`src/common/qsys_pkg.sv`:
```
// Queue system shared definitions
package qsys_pkg;

    //////////////////////////////
    // Queue geometry

    localparam int num_egr_ports = 2;
    localparam int num_prios     = 2;
    localparam int num_queues    = num_egr_ports * num_prios;
    localparam int queue_id_w    = 2;
    localparam int port_w        = 1;
    localparam int prio_w        = 1;

    //////////////////////////////
    // Data and storage sizes

    localparam int data_w        = 32;
    localparam int queue_depth   = 32;
    localparam int occ_w         = 6;
    localparam int max_pkt_words = 16;
    localparam int blen_w        = 7;

    //////////////////////////////
    // Records

    // Carried on the first word of each packet
    typedef struct packed {
        logic [port_w-1:0] egr_port;
        logic [prio_w-1:0] prio;
        logic [blen_w-1:0] byte_len;
    } pkt_meta_t;

    typedef struct packed {
        logic [data_w-1:0] data;
        logic              last;
    } queue_word_t;

    // One per stored packet
    typedef struct packed {
        pkt_meta_t meta;
    } pkt_desc_t;

    // Prio 1 lands on the odd queue of a port
    function automatic logic [queue_id_w-1:0] queue_of(
        input logic [port_w-1:0] port,
        input logic [prio_w-1:0] prio
    );
        return queue_id_w'(int'(port) * num_prios + int'(prio));
    endfunction

endpackage

```
`src/hdl/egress_sched.sv`:
```
// Egress scheduler
module egress_sched (
    input  logic                            core_clk_ifc,
    input  logic                            arst_n,
    input  logic [qsys_pkg::num_queues-1:0] desc_avail,
    input  qsys_pkg::queue_word_t           head_word [qsys_pkg::num_queues],
    input  qsys_pkg::pkt_desc_t             head_desc [qsys_pkg::num_queues],
    output logic                            deq_word,
    output logic [qsys_pkg::queue_id_w-1:0] deq_queue,
    output logic                            desc_pop,
    output logic                            out_valid,
    output logic                            out_last,
    output logic [qsys_pkg::data_w-1:0]     out_data,
    output qsys_pkg::pkt_meta_t             out_meta,
    input  logic                            out_ready
);
    import qsys_pkg::*;

    logic [port_w-1:0]     rr_port;
    logic [queue_id_w-1:0] cur_queue;
    logic                  pick_valid;
    logic [port_w-1:0]     pick_port;
    logic [queue_id_w-1:0] pick_queue;
    logic                  pick_fire;
    logic                  load;

    //////////////////////////////
    // Queue selection

    // Later hits overwrite earlier ones, so the preferred port and
    // then its high prio queue win
    always_comb begin
        pick_valid = 1'b0;
        pick_port  = '0;
        pick_queue = '0;
        for (int i = num_egr_ports - 1; i >= 0; i--) begin
            for (int p = 0; p < num_prios; p++) begin
                if (desc_avail[queue_of(port_w'((int'(rr_port) + i) % num_egr_ports),
                                        prio_w'(p))]) begin
                    pick_valid = 1'b1;
                    pick_port  = port_w'((int'(rr_port) + i) % num_egr_ports);
                    pick_queue = queue_of(pick_port, prio_w'(p));
                end
            end
        end
    end

    // The output register doubles as the lock on the current queue
    assign pick_fire = !out_valid && pick_valid;
    assign load      = pick_fire || (out_valid && out_ready && !out_last);
    assign deq_word  = load;
    assign deq_queue = out_valid ? cur_queue : pick_queue;
    assign desc_pop  = load && head_word[deq_queue].last;

    //////////////////////////////
    // Output register

    always_ff @(posedge core_clk_ifc or negedge arst_n) begin
        if (!arst_n) begin
            out_valid <= 1'b0;
            rr_port   <= '0;
            cur_queue <= '0;
        end else begin
            if (load) begin
                out_valid <= 1'b1;
            end else if (out_valid && out_ready && out_last) begin
                out_valid <= 1'b0;
            end
            if (pick_fire) begin
                cur_queue <= pick_queue;
                rr_port   <= (int'(pick_port) == num_egr_ports - 1) ? '0 : pick_port + 1'b1;
            end
        end
    end

    always_ff @(posedge core_clk_ifc) begin
        if (load) begin
            out_data <= head_word[deq_queue].data;
            out_last <= head_word[deq_queue].last;
        end
        if (pick_fire) begin
            out_meta <= head_desc[pick_queue].meta;
        end
    end

endmodule

```
`config.mk`:
```
export PLATFORM = sky130hd
export DESIGN_NAME = egress_sched
export DESIGN_NICKNAME = d
export VERILOG_FILES = /design/src/common/qsys_pkg.sv /design/src/hdl/egress_sched.sv
export SDC_FILE = /design/constraint.sdc
export NUM_CORES = 1
export LEC_CHECK = 0
export BUFFER_PORTS_ARGS = -buffer_cell sky130_fd_sc_hd__buf_4
export CAP_MARGIN = 25
export CORE_MARGIN = 1.5
export CORE_UTILIZATION = 44
export CTS_CLUSTER_SIZE = 28
export DETAILED_ROUTE_END_ITERATION = 16
export GPL_TIMING_DRIVEN = 0
export PLACE_DENSITY = 0.86
export SLEW_MARGIN = 20
export SYNTH_ARGS = -nofsm -noshare
export SYNTH_HDL_FRONTEND = slang
export SYNTH_SLANG_ARGS = --single-unit
```
`constraint.sdc`:
```
create_clock -name core_clk_ifc -period 3.4 [get_ports core_clk_ifc]
set_clock_uncertainty 0.05 [all_clocks]
set_input_delay 0.68 -clock core_clk_ifc [delete_from_list [all_inputs] [get_ports core_clk_ifc]]
set_output_delay 0.68 -clock core_clk_ifc [all_outputs]
set_load 0.03 [all_outputs]
```
==> run_results.csv <==
group,metric,value,unit
timing,worst_slack,0.205,ns
route,firstDrtPassIters,4,
final_layout,fin_nets,630,
synth,synth.most_common_cell,"mux2i_1",
clocking,numCtsBuffers,5,
route,vias_per_cell,5.17,
clocking,cts_tree,"built",
clocking,cts.clk_slew.worst_paths,0.08,ns
synth,syn_nets,402,
synth,ys_ff_latch,46,
route,routed_wl,9070,um
timing,fin_crit,3.19,ns
route,drtIter0Drc,72,
floorplan,dieArea,7400,um^2
timing,slew_headroom,49.6,%
final_layout,synthToLayoutAreaGrowth,61.5,%
route,ant_nets,0,
timing,hold_violations,0,
timing,slew_viol_final,0,
synth,synth_top_area_cell,"edfxtp_1",
timing,fmax,313,MHz
floorplan,ios,222,
synth,synth.distinct_cells,31,
placed_design,dp_hpwl,7390,um
floorplan,core-area,6720,um^2
setup_path,arrival,2.46,ns
route,wl_per_cell,16.9,um
setup_path,critical_path_class,"flip-flop to output pin",
timing,tightest_slew,0.754,ns
placed_design,dp.cells,528,
floorplan,initial_utilization,45.1,%
clocking,cts_root_buf,"clkbuf_8",
grt,grt_max_degree,35,
synth,ys.flop_type,"edfxtp_1",
clocking,cts-resized-gates,0,
floorplan,die_w,86.0,um
setup_path,cp.required,2.67,ns
synth,syn_inst,227,
floorplan,die-height,86.0,um
setup_path,crit_top_cell,"inv_2",
power_and_ir_drop,leakage,2.51,nW
setup_path,critPathLaunchType,"flip-flop",
synth,synth_top_family_by_area,"multiplexers",
synth,synthAdderAreaFrac,0,%
synth,ys_seq_area_share,44.9,%
synth,yosys_warnings,0,
final_layout,drive_above_1_share,53.9,%
synth,synth-xor-area-share,0,%
synth,synth-compound-area-share,5.24,%
synth,synth_top_area_share,41.6,%
clocking,holdBufCountCts,0,
setup_path,critPathCaptureType,"output pin",
synth,synth_common_cells,"mux2i_1 (123), edfxtp_1 (42), inv_1 (7)",
setup_path,crit_fanout,34,
setup_path,path_delay_family,"buffers and inverters",
power_and_ir_drop,ir_drop,0.000508,V
grt,grt_pass1_vias,2806,
placed_design,gp_congestion,0.823,
floorplan,core.rowCount,30,
grt,grt_first_pass_wirelength,13600,um
clocking,cts_buffer_depth,2,
grt,grt-ovfl-total,0,
timing,post-route-period-util,94.0,%
clocking,post-cts-setup-buffers,0,
synth,yosys.area_share.simple,2.97,%
run,max_cap_viol_count,0,
placed_design,port_buffers,221,
timing,tns,0,ns
power_and_ir_drop,total_power,0.00449,W
route,vias,2769,
clocking,htree_levels,2,
setup_path,path_buf_inv,5,
min_path,hold_path.class,"primary input to async pin",
setup_path,path_cells,"buf_6 > inv_2 > nand2_1 > inv_1 > a31oi_1 > inv_2 > buf_4",
timing,holdWs,0.117,ns
power_and_ir_drop,power_density,917,nW/um^2
timing,setup_viol,0,
timing,rsz0062_at_grt,"no",
route,drcViolationCount,0,
clocking,clock_latency,0.29,ns
final_layout,fin_cells,536,
placed_design,place_worst_setup_slack,0.304,ns
final_layout,diodes,0,
setup_path,slowest_delay,0.58,ns
synth,async_flop_share,8.70,%
synth,avgSynthCellArea,13.4,um^2
grt,track_usage,23.9,%
synth,synth_edf_count,42,
synth,netlist_area,3030,um^2
synth,synthMuxAreaShare,40.6,%
setup_path,crit_slowest_cell,"inv_2",
clocking,clock_sinks,46,
grt,antenna_found_initial,0,
run_status,status,"finished, final reports clean",
synth,yosys-top-cells-area,"edfxtp_1 (42%), mux2i_1 (41%), buf_12 (3.3%), dfrtp_1 (3.3%), inv_1 (0.87%)",
layer usage:
metal  track usage [%]  part of all wire (%)
met5                 0                     0
met4              8.80                   2.4
met3              7.03                   9.7
met2              43.5                    52
met1              26.3                    36
state kept, by name (all words and copies together) (netlist names):
register and flops:
out_last 1, out_data 32, cur_queue 2, out_valid 1, rr_port 1, out_meta 9
cell usage in the layout, fill, tap and decap left out:
cell / instances
a22o_1: 1
buf_4: 221
o22ai_1: 1
o21ai_0: 2
dfrtp_1: 4
o21ai_2: 1
inv_2: 2
clkbuf_4: 1
buf_8: 1
buf_12: 5
mux2i_1: 123
bufinv_16: 1
a31oi_4: 1
a22oi_1: 1
edfxtp_1: 42
and2_1: 1
nand2_1: 5
nor2_1: 5
buf_2: 3
a21oi_1: 4
clkbuf_1: 2
nor2b_1: 2
nor3_1: 2
nand2b_1: 1
a31o_4: 1
inv_1: 6
o31a_1: 1
a311oi_1: 1
a31oi_1: 3
nor2_2: 1
buf_6: 2
nor2_4: 1
o211ai_1: 2
clkbuf_8: 5
a211oi_1: 1
through the flow:
stage | instance area, um^2 | util, %
2_1_floorplan | 3030 | -
3_3_place_gp | 4790 | 71.3
3_5_place_dp | 4790 | 71.3
4_1_cts | 4900 | 72.9
5_1_grt | 4900 | 72.9
6_report | 4900 | 72.9
final timing paths:
| kind | start | endpoint | slack [ns] | cells past startpoint |
|---|---|---|---|---|
| max in group asynchronous | arst_n | cur_queue[0]$_DFFE_PN0P_ | 3.08 | 1 |
| max reg2reg | out_valid$_DFFE_PN0P_ | out_data[3]$_DFFE_PP_ | 1.09 | 6 |
| min in group core_clk_ifc | cur_queue[1]$_DFFE_PN0P_ | cur_queue[1]$_DFFE_PN0P_ | 0.50 | 2 |
| min reg2reg | cur_queue[1]$_DFFE_PN0P_ | cur_queue[1]$_DFFE_PN0P_ | 0.50 | 2 |
| min | arst_n | rr_port$_DFFE_PN0P_ | 0.12 | 1 |
| max | out_valid$_DFFE_PN0P_ | deq_word | 0.21 | 7 |
where the power goes:
group	switching (W)	internal [W]	leakage [nW]
Clock	0.000183	0.000220	0.0524
Sequential	0.0000989	0.00106	0.453
Combinational	0.00163	0.00130	2.01
Total	0.00192	0.00258	2.51
cell type report:
cell class                 instances  area [um^2]
clock buffer                       7         76.3
sequential                        46         1360
clock inverter                     1         30.0
inverter                           8         30.0
fill                             514         1820
tap                               80          100
buffer                            12          160
timing repair buffer             221         1660
multi-input combinational        161         1480
logic make-up (layout without fill, tap and decap cells):
kind of cell | Yosys count | count (layout)
buf+inv | 20 | 249
flops | 46 | 46
compound gates | 20 | 20
simple gates | 18 | 18
mux | 123 | 123
(Power assumes the default switching activity.)
