## src/common/qsys_pkg.sv

```systemverilog
// Queue system shared definitions
package qsys_pkg;

    //////////////////////////////
    // Queue geometry

    localparam int num_egr_ports = 2;
    localparam int num_prios     = 2;
    localparam int num_queues    = num_egr_ports * num_prios;
    localparam int queue_id_w    = 2;
    localparam int port_w        = 1;
    localparam int prio_w        = 1;

    //////////////////////////////
    // Data and storage sizes

    localparam int data_w        = 32;
    localparam int queue_depth   = 32;
    localparam int occ_w         = 6;
    localparam int max_pkt_words = 16;
    localparam int blen_w        = 7;

    //////////////////////////////
    // Records

    // Carried on the first word of each packet
    typedef struct packed {
        logic [port_w-1:0] egr_port;
        logic [prio_w-1:0] prio;
        logic [blen_w-1:0] byte_len;
    } pkt_meta_t;

    typedef struct packed {
        logic [data_w-1:0] data;
        logic              last;
    } queue_word_t;

    // One per stored packet
    typedef struct packed {
        pkt_meta_t meta;
    } pkt_desc_t;

    // Prio 1 lands on the odd queue of a port
    function automatic logic [queue_id_w-1:0] queue_of(
        input logic [port_w-1:0] port,
        input logic [prio_w-1:0] prio
    );
        return queue_id_w'(int'(port) * num_prios + int'(prio));
    endfunction

endpackage

```

## src/hdl/cong_man.sv

```systemverilog
// Congestion manager
module cong_man (
    input  logic                          core_clk_ifc,
    input  logic                          arst_n,
    input  logic                          in_valid,
    input  logic                          in_last,
    input  logic [qsys_pkg::data_w-1:0]   in_data,
    input  qsys_pkg::pkt_meta_t           in_meta,
    input  logic [qsys_pkg::occ_w-1:0]    occupancy [qsys_pkg::num_queues],
    output logic                          enq_valid,
    output logic [qsys_pkg::queue_id_w-1:0] enq_queue,
    output qsys_pkg::queue_word_t         enq_word,
    output logic                          enq_desc_push,
    output qsys_pkg::pkt_desc_t           enq_desc,
    output logic                          reserve_valid,
    output logic [qsys_pkg::queue_id_w-1:0] reserve_queue,
    output logic [qsys_pkg::occ_w-1:0]    reserve_words,
    output logic [15:0]                   drop_cnt
);
    import qsys_pkg::*;

    logic                  in_pkt;
    logic                  first;
    logic                  fits;
    logic [queue_id_w-1:0] new_queue;
    logic [occ_w-1:0]      new_words;
    logic                  cur_admit;
    logic [queue_id_w-1:0] cur_queue;
    pkt_meta_t             cur_meta;
    logic                  admit_now;
    logic [queue_id_w-1:0] queue_now;
    pkt_meta_t             meta_now;

    //////////////////////////////
    // Admit decision on the first word

    always_comb begin
        first     = in_valid && !in_pkt;
        new_queue = queue_of(in_meta.egr_port, in_meta.prio);
        // Bytes to words, rounded up
        new_words = occ_w'((int'(in_meta.byte_len) + 3) / 4);
        fits      = (int'(occupancy[new_queue]) + int'(new_words)) <= queue_depth;
        admit_now = first ? fits : cur_admit;
        queue_now = first ? new_queue : cur_queue;
        meta_now  = first ? in_meta : cur_meta;
    end

    // Room is claimed right away so the next packet sees it
    assign reserve_valid = first && fits;
    assign reserve_queue = new_queue;
    assign reserve_words = new_words;

    always_ff @(posedge core_clk_ifc or negedge arst_n) begin
        if (!arst_n) begin
            in_pkt        <= 1'b0;
            cur_admit     <= 1'b0;
            enq_valid     <= 1'b0;
            enq_desc_push <= 1'b0;
            drop_cnt      <= '0;
        end else begin
            if (in_valid) begin
                in_pkt <= !in_last;
            end
            if (first) begin
                cur_admit <= fits;
            end
            enq_valid     <= in_valid && admit_now;
            enq_desc_push <= in_valid && in_last && admit_now;
            if (first && !fits) begin
                drop_cnt <= drop_cnt + 16'd1;
            end
        end
    end

    //////////////////////////////
    // Word stage toward queue memory

    always_ff @(posedge core_clk_ifc) begin
        if (first) begin
            cur_queue <= new_queue;
            cur_meta  <= in_meta;
        end
        enq_queue <= queue_now;
        enq_word  <= '{data: in_data, last: in_last};
        enq_desc  <= '{meta: meta_now};
    end

endmodule

```

## config.mk

```make
export PLATFORM = sky130hd
export DESIGN_NAME = cong_man
export DESIGN_NICKNAME = d
export VERILOG_FILES = /design/src/common/qsys_pkg.sv /design/src/hdl/cong_man.sv
export SDC_FILE = /design/constraint.sdc
export NUM_CORES = 1
export LEC_CHECK = 0
export ABC_CLOCK_PERIOD_IN_PS = 4580
export BUFFER_PORTS_ARGS = -buffer_cell sky130_fd_sc_hd__buf_4
export CAP_MARGIN = 20
export CORE_MARGIN = 5
export CORE_UTILIZATION = 43
export CTS_BUF_LIST = sky130_fd_sc_hd__clkbuf_4 sky130_fd_sc_hd__clkbuf_8 sky130_fd_sc_hd__clkbuf_16
export CTS_CLUSTER_SIZE = 14
export DETAILED_ROUTE_END_ITERATION = 12
export PLACE_DENSITY = 0.79
export SLEW_MARGIN = 40
export SYNTH_ARGS = -nofsm -noshare
export SYNTH_HDL_FRONTEND = slang
export SYNTH_SLANG_ARGS = --single-unit
```

## constraint.sdc

```tcl
create_clock -name core_clk_ifc -period 4.58 [get_ports core_clk_ifc]
set_clock_uncertainty 0.1 [all_clocks]
set_input_delay 0.458 -clock core_clk_ifc [delete_from_list [all_inputs] [get_ports core_clk_ifc]]
set_output_delay 0.458 -clock core_clk_ifc [all_outputs]
set_load 0.02 [all_outputs]
```

==> tab_implementation.tex, run 1 <==
\begin{tabular}{lr}
\hline
Metric & Value \\
\hline
\multicolumn{2}{l}{\textbf{STA}} \\
\quad Final count of pins violating max slew & 0 \\
\quad Fraction of the cycle the final worst path needs & 79.7\% \\
\quad Least-Margin Pin Slew & 0.548 ns \\
\quad Worst-case setup margin in the final layout & 0.928 ns \\
\quad Headroom to the max-slew limit & 63.4\% \\
\quad Highest clock frequency the design can meet & 274 MHz \\
\quad Setup repair after global routing missed its margin & false \\
\quad Tmin final & 3.65 ns \\
\quad Final worst hold slack & 0.128 ns \\
\quad Hold violation count in the final report & 0 \\
\quad Total negative setup slack & 0 ns \\
\quad \# setup viols final & 0 \\
\multicolumn{2}{l}{\textbf{Power and ir drop}} \\
\quad Leak & 1.84 nW \\
\quad Pwr Total & 1.44 mW \\
\quad Power density over the cells & 390 nW/um\^{}2 \\
\quad Worst VDD drop & 248 uV \\
\multicolumn{2}{l}{\textbf{Floorplanning}} \\
\quad Number of core rows & 27 \\
\quad Initial core utilization & 43.9\% \\
\quad Die height & 84.7 um \\
\quad Die width & 84.7 um \\
\quad \# IOs & 140 \\
\quad Floorplan die area & 7170 sq um \\
\quad Core area & 5470 sq um \\
\multicolumn{2}{l}{\textbf{Routing}} \\
\quad Number of vias after detailed routing & 1,879 \\
\quad First-pass iteration count of the detailed router & 4 \\
\quad Remaining number of nets flagged by the antenna check after routing & 0 \\
\quad Average wire length per cell after detail routing & 14.9 um \\
\quad Post-DR vias/cell & 4.72 \\
\quad Post-route DRC & 0 \\
\quad Number of DRC violations after detailed-routing iteration 0 & 65 \\
\quad Final wirelength & 5920 um \\
\multicolumn{2}{l}{\textbf{Placement}} \\
\quad Half-perimeter wire length after detailed placement & 4780 um \\
\quad Routability-driven placement congestion ratio & 0.804 \\
\quad Port-buffer cells & 139 \\
\quad Placed Instances & 381 \\
\quad Worst setup slack after placement & 0.879 ns \\
\multicolumn{2}{l}{\textbf{Synth}} \\
\quad Top cells by area in the synthesized netlist & sky130\_fd\_sc\_hd\_\_dfxtp\_1, sky130\_fd\_sc\_hd\_\_dfrtp\_1, sky130\_fd\_sc\_hd\_\_edfxtp\_1, sky130\_fd\_sc\_hd\_\_xor2\_1, sky130\_fd\_sc\_hd\_\_mux4\_2 \\
\quad Cell taking the most area after synthesis & sky130\_fd\_sc\_hd\_\_dfxtp\_1 \\
\quad Area share of the largest cell type after synthesis & 27.5\% \\
\quad Number of enable-type register cells in the synthesized netlist & 9 \\
\quad Number of distinct library cell variants in the gate-level netlist after synthesis & 42 \\
\quad Commonest cells in the netlist & sky130\_fd\_sc\_hd\_\_dfxtp\_1, sky130\_fd\_sc\_hd\_\_dfrtp\_1, sky130\_fd\_sc\_hd\_\_xor2\_1 \\
\quad Avg Cell Area, Syn & 13.6 sq um \\
\quad Net count of the mapped netlist & 253 \\
\quad Number of warnings issued by yosys & 0 \\
\quad Most used flip-flop cell after synthesis & sky130\_fd\_sc\_hd\_\_dfxtp\_1 \\
\quad Most numerous cell in the Yosys netlist & sky130\_fd\_sc\_hd\_\_dfxtp\_1 \\
\quad Asr flop ratio synth & 32.3\% \\
\quad Sequential-to-total area share from yosys stat & 59.6\% \\
\quad Flops \& latches, synth & 62 \\
\quad Number of cells produced by synthesis & 176 \\
\quad Total standard cell area after synthesis & 2400 sq um \\
\multicolumn{2}{l}{\textbf{Setup path}} \\
\quad Cell type with the highest occurrence count on the critical path & sky130\_fd\_sc\_hd\_\_buf\_4 \\
\quad Slowest library cell on the worst path & sky130\_fd\_sc\_hd\_\_mux4\_2 \\
\quad Largest driver fanout on the critical path & 16 \\
\quad Reg-to-reg slack, setup & 2.54 ns \\
\quad Worst Setup Start Kind & input pin \\
\quad Data required, critical path & 4.02 ns \\
\quad Cell Chain, Critical Path & buf\_4, mux4\_2, ha\_1, fa\_1, xor2\_1, nor3\_1, o221ai\_2, a211oi\_4, buf\_4, nand2\_4, inv\_2, buf\_4 \\
\quad Max stage delay on crit path & 0.52 ns \\
\quad Type of the worst setup path & input pin to primary output \\
\quad Arrival time at the worst endpoint & 3.09 ns \\
\quad Setup crit end kind & primary output \\
\multicolumn{2}{l}{\textbf{Global route}} \\
\quad Initial antenna violation count & 0 \\
\quad Aggregate global-route resource usage & 17.3\% \\
\quad Maximum number of pins on one net before global-route repair & 21 \\
\quad First-pass GRT wire length & 9690 um \\
\quad Sum of overflow across all layers after global routing & 0 \\
\quad Via count of the first global-routing pass & 2,087 \\
\multicolumn{2}{l}{\textbf{Clocking}} \\
\quad Worst-Skew Late Latency & 0.33 ns \\
\quad Clock tree from TritonCTS & built \\
\quad Deepest clock path buffer count & 2 \\
\quad Number of buffers created by CTS & 9 \\
\quad Clock transition time at the flip-flop clock pins of the worst setup and hold paths & 0.07 ns \\
\quad Number of H-tree levels & 3 \\
\quad Clock Root Buffer & sky130\_fd\_sc\_hd\_\_clkbuf\_8 \\
\quad Clock sink count & 62 \\
\quad Number of setup buffers added after CTS & 0 \\
\multicolumn{2}{l}{\textbf{Cells and area}} \\
\quad Share of cells above drive strength 1 & 55.8\% \\
\quad Layout Cells excl Fill & 398 \\
\quad Layout overhead on the synthesized area & 53.8\% \\
\quad ANT cells & 0 \\
\quad Multi-input logic area & 892 sq um \\
\quad Net total in the final layout & 398 \\
\quad Filler cell count in the final layout & 412 \\
\quad Seq. cell area & 1430 sq um \\
\multicolumn{2}{l}{\textbf{Worst hold path}} \\
\quad Kind of path behind the tightest hold check & input pin to flop \\
\multicolumn{2}{l}{\textbf{Run}} \\
\quad Max-cap violations & 0 \\
\multicolumn{2}{l}{\textbf{Status}} \\
\quad Run status & finished, final reports clean \\
\hline
\end{tabular}
[sequential cells by signal (all words and copies together), names as in the netlist]
register	cells
cur_meta	7
enq_desc_push	1
cur_admit	1
cur_queue	2
drop_cnt	16
in_pkt	1
enq_word	33
enq_valid	1
[cell usage in the layout (no fill, tap or decap), drive strengths merged]
| master | n |
|---|---|
| a211oi | 2 |
| a21boi | 1 |
| a21oi | 2 |
| a31oi | 1 |
| and3 | 7 |
| and3b | 1 |
| buf | 140 |
| clkbuf | 13 |
| clkinv | 4 |
| dfrtp | 20 |
| dfxtp | 33 |
| dlygate4sd3 | 1 |
| edfxtp | 9 |
| fa | 1 |
| ha | 7 |
| inv | 6 |
| mux2 | 1 |
| mux2i | 1 |
| mux4 | 6 |
| nand2 | 12 |
| nand3 | 8 |
| nor2 | 7 |
| nor3 | 8 |
| nor3b | 2 |
| nor4 | 4 |
| nor4b | 1 |
| o2111ai | 1 |
| o211ai | 1 |
| o21a | 2 |
| o21ai | 1 |
| o21ba | 1 |
| o221ai | 1 |
| or4 | 1 |
| xnor2 | 4 |
| xor2 | 16 |
[through the flow]
step	util (%)	cell area, sq um
after floorplan	-	2400
after global placement	63.8	3490
after detailed placement	63.8	3490
after CTS	67.4	3690
after global routing	67.4	3690
final	67.4	3690
[where the power goes]
part	internal (mW)	switching [mW]	leakage (nW)	total [mW]
sequential	0.604	0.0395	0.619	0.643
combinational	0.165	0.188	1.12	0.352
clock	0.247	0.195	0.103	0.442
total	1.02	0.423	1.84	1.44
[routing by layer]
layer  vias up  share of wire [%]  GRT usage (%)
met5         -                  0              0
met4         0               0.73           5.61
met3         4                9.8           8.34
met2        82                 54           31.9
met1       885                 36           16.8
li1        908                  -              -
[area by class of cell]
cell class	count	share of cell area, %
multi-input cells	100	24.2
flip-flops and latches	62	38.8
inverters	7	0.712
repair buffers	141	28.7
clock inverters	3	0.508
clock buffers	13	4.64
well taps	72	2.44
[worst paths after layout]
check	start	end	depth (start not counted)
max	in_meta[7]	reserve_valid	12
min	in_data[5]	enq_word[6]	1
max reg2reg	in_pkt	drop_cnt[15]	6
min reg2reg	drop_cnt[6]	drop_cnt[6]	1
max in group asynchronous	arst_n	drop_cnt[12]	2
min in group asynchronous	arst_n	drop_cnt[0]	2
[cells by family after synthesis]
family,count (synthesis),share of synthesized area [%]
flops,62,59.6
fa+ha+maj,8,4.48
simple gates,51,13.6
mux,8,6.52
compound gates,13,5.32
buf+inv,14,3.18
xor+xnor,20,7.30
[worst max-delay path, delay by kind of cell]
family | cells | cell delay, ns
buffers and inverters | 4 | 0.65
xor gates and xnor gates | 1 | 0.16
and+or+nand+nor | 2 | 0.28
muxes | 1 | 0.52
adders and majority gates | 2 | 0.64
AOI/OAI and AO/OA | 2 | 0.38
[repair_timing]
item                       4_1_cts  5_1_grt
hold buffers                     1        0
hold endpoints to repair        20        0
setup endpoints to repair        0        0
resized for setup                0        0
(Power assumes the default switching activity.)
==> run 2, diff against run 1 <==
ABC_CLOCK_PERIOD_IN_PS = 3100   (was 4580)
CORE_UTILIZATION = 39   (was 43)
PLACE_DENSITY = 0.76   (was 0.79)
clock period = 3.1 ns   (was 4.58 ns; I/O delays follow)
==> tab_implementation.tex, run 2 (synthesis gave the netlist of run 1 again) <==
\begin{tabular}{lr}
\hline
Metric & Value \\
\hline
\multicolumn{2}{l}{\textbf{Floorplanning}} \\
\quad \# IOs & 140 \\
\quad Die width & 88.4 um \\
\quad Number of core rows & 28 \\
\quad Initial core utilization & 40.3\% \\
\quad Floorplan die area & 7820 sq um \\
\quad Die height & 88.4 um \\
\quad Core area & 5960 sq um \\
\multicolumn{2}{l}{\textbf{Power and ir drop}} \\
\quad Power density over the cells & 551 nW/um\^{}2 \\
\quad Worst VDD drop & 389 uV \\
\quad Pwr Total & 2.34 mW \\
\quad Leak & 2.03 nW \\
\multicolumn{2}{l}{\textbf{Clocking}} \\
\quad Clock tree from TritonCTS & built \\
\quad Clock Root Buffer & sky130\_fd\_sc\_hd\_\_clkbuf\_8 \\
\quad Worst-Skew Late Latency & 0.34 ns \\
\quad Number of buffers created by CTS & 9 \\
\quad Number of setup buffers added after CTS & 0 \\
\quad Clock transition time at the flip-flop clock pins of the worst setup and hold paths & 0.06 ns \\
\quad Number of H-tree levels & 3 \\
\quad Clock sink count & 62 \\
\quad Deepest clock path buffer count & 2 \\
\multicolumn{2}{l}{\textbf{Global route}} \\
\quad Initial antenna violation count & 0 \\
\quad First-pass GRT wire length & 10,900 um \\
\quad Via count of the first global-routing pass & 2,283 \\
\quad Sum of overflow across all layers after global routing & 0 \\
\quad Maximum number of pins on one net before global-route repair & 21 \\
\quad Aggregate global-route resource usage & 18.6\% \\
\multicolumn{2}{l}{\textbf{Routing}} \\
\quad Average wire length per cell after detail routing & 16.4 um \\
\quad First-pass iteration count of the detailed router & 5 \\
\quad Post-DR vias/cell & 4.71 \\
\quad Final wirelength & 7230 um \\
\quad Number of vias after detailed routing & 2,075 \\
\quad Post-route DRC & 0 \\
\quad Remaining number of nets flagged by the antenna check after routing & 0 \\
\quad Number of DRC violations after detailed-routing iteration 0 & 92 \\
\multicolumn{2}{l}{\textbf{Cells and area}} \\
\quad Largest registers & enq\_word x33, drop\_cnt x16, cur\_meta x7 \\
\quad Utilization after layout & 71.3\% \\
\quad Flip-flop count of the largest register, all copies and words added & 33 \\
\quad Layout overhead on the synthesized area & 76.9\% \\
\quad Most common library cell in the layout ignoring fill and taps & sky130\_fd\_sc\_hd\_\_buf\_4 \\
\quad Register bank with the most flops & enq\_word \\
\quad ANT cells & 0 \\
\quad Share of cells above drive strength 1 & 56.3\% \\
\quad Layout Cells excl Fill & 441 \\
\quad Net total in the final layout & 438 \\
\quad Most frequent cells in the layout & sky130\_fd\_sc\_hd\_\_buf\_4, sky130\_fd\_sc\_hd\_\_dlygate4sd3\_1, sky130\_fd\_sc\_hd\_\_dfxtp\_1, sky130\_fd\_sc\_hd\_\_dfrtp\_1, sky130\_fd\_sc\_hd\_\_xor2\_1 \\
\multicolumn{2}{l}{\textbf{Placement}} \\
\quad Routability-driven placement congestion ratio & 0.773 \\
\quad Half-perimeter wire length after detailed placement & 4940 um \\
\quad Worst setup slack after placement & -0.0249 ns \\
\quad Port-buffer cells & 139 \\
\quad Placed Instances & 391 \\
\multicolumn{2}{l}{\textbf{Setup path}} \\
\quad Largest driver fanout on the critical path & 5 \\
\quad Type of the worst setup path & input pin to primary output \\
\quad Slowest library cell on the worst path & sky130\_fd\_sc\_hd\_\_mux4\_2 \\
\quad Cell type with the highest occurrence count on the critical path & sky130\_fd\_sc\_hd\_\_buf\_6 \\
\quad Cell Chain, Critical Path & buf\_6, mux4\_2, ha\_4, fa\_2, xor2\_1, nor3\_2, o221ai\_2, a211oi\_4, buf\_6, nand2\_4, inv\_4, buf\_4 \\
\quad Reg-to-reg slack, setup & 1.12 ns \\
\quad Worst Setup Start Kind & input pin \\
\quad Max stage delay on crit path & 0.53 ns \\
\quad Data required, critical path & 2.69 ns \\
\quad Arrival time at the worst endpoint & 2.61 ns \\
\quad Setup crit end kind & primary output \\
\multicolumn{2}{l}{\textbf{STA}} \\
\quad Final count of pins violating max slew & 0 \\
\quad Highest clock frequency the design can meet & 331 MHz \\
\quad Hold violation count in the final report & 0 \\
\quad Headroom to the max-slew limit & 67.6\% \\
\quad \# setup viols final & 0 \\
\quad Worst-case setup margin in the final layout & 0.0809 ns \\
\quad Total negative setup slack & 0 ns \\
\quad Least-Margin Pin Slew & 0.485 ns \\
\quad Fraction of the cycle the final worst path needs & 97.4\% \\
\quad Tmin final & 3.02 ns \\
\multicolumn{2}{l}{\textbf{Status}} \\
\quad Run status & finished, final reports clean \\
\multicolumn{2}{l}{\textbf{Worst hold path}} \\
\quad Kind of path behind the tightest hold check & input pin to flop \\
\multicolumn{2}{l}{\textbf{Run}} \\
\quad Max-cap violations & 0 \\
\hline
\end{tabular}
-- run 2: power breakdown --
group / switching (mW) / internal [mW] / total, mW
Combinational: 0.314 / 0.315 / 0.629
Sequential: 0.0598 / 0.891 / 0.951
Clock: 0.336 / 0.424 / 0.759
-- run 2: final timing paths --
check                              from       endpoint  cells after the start
min                          in_meta[1]    cur_meta[1]                      1
max in group asynchronous        arst_n  enq_desc_push                      2
max                          in_meta[7]  reserve_valid                     12
max reg2reg                      in_pkt   drop_cnt[15]                      6
min reg2reg                drop_cnt[15]   drop_cnt[15]                      1
min in group asynchronous        arst_n    drop_cnt[9]                      2
-- run 2: layer usage --
layer	GRT usage, %	routed length [um]	up-vias
met1	21.2	2740	992
met4	8.38	131	0
met3	7.82	668	12
met5	0	0	-
li1	-	-	985
met2	30.6	3690	86
-- run 2: critical path, delay by kind of cell --
kind | cells | cell delay [ns]
AOI/OAI and AO/OA | 2 | 0.42
xor gates and xnor gates | 1 | 0.16
adders and majority gates | 2 | 0.57
buffers and inverters | 4 | 0.45
muxes | 1 | 0.53
and+or+nand+nor | 2 | 0.18
-- run 2: area by class of cell --
type / count / area (sq um)
clock buffers: 11 / 151
clock inverters: 5 / 65.1
fillers: 402 / 1710
inverters: 7 / 28.8
multi-input cells: 100 / 1010
flip-flops and latches: 62 / 1430
well taps: 75 / 93.8
repair buffers: 181 / 1460
-- run 2: through the flow --
stage	cell area, sq um	hold slack [ns]
final	4250	0.0744
after floorplan	2430	-0.0856
after CTS	4140	0.0619
after global routing	4250	0.0606
after detailed placement	3580	0.109
after global placement	3580	0.106
-- run 2: timing repair --
action | 4_1_cts | 5_1_grt
setup endpoints to repair | 1 | 1
pin swaps | 0 | 5
hold endpoints to repair | 53 | 0
gates resized for setup | 1 | 18
gates cloned | 0 | 0
hold buffers | 34 | 0
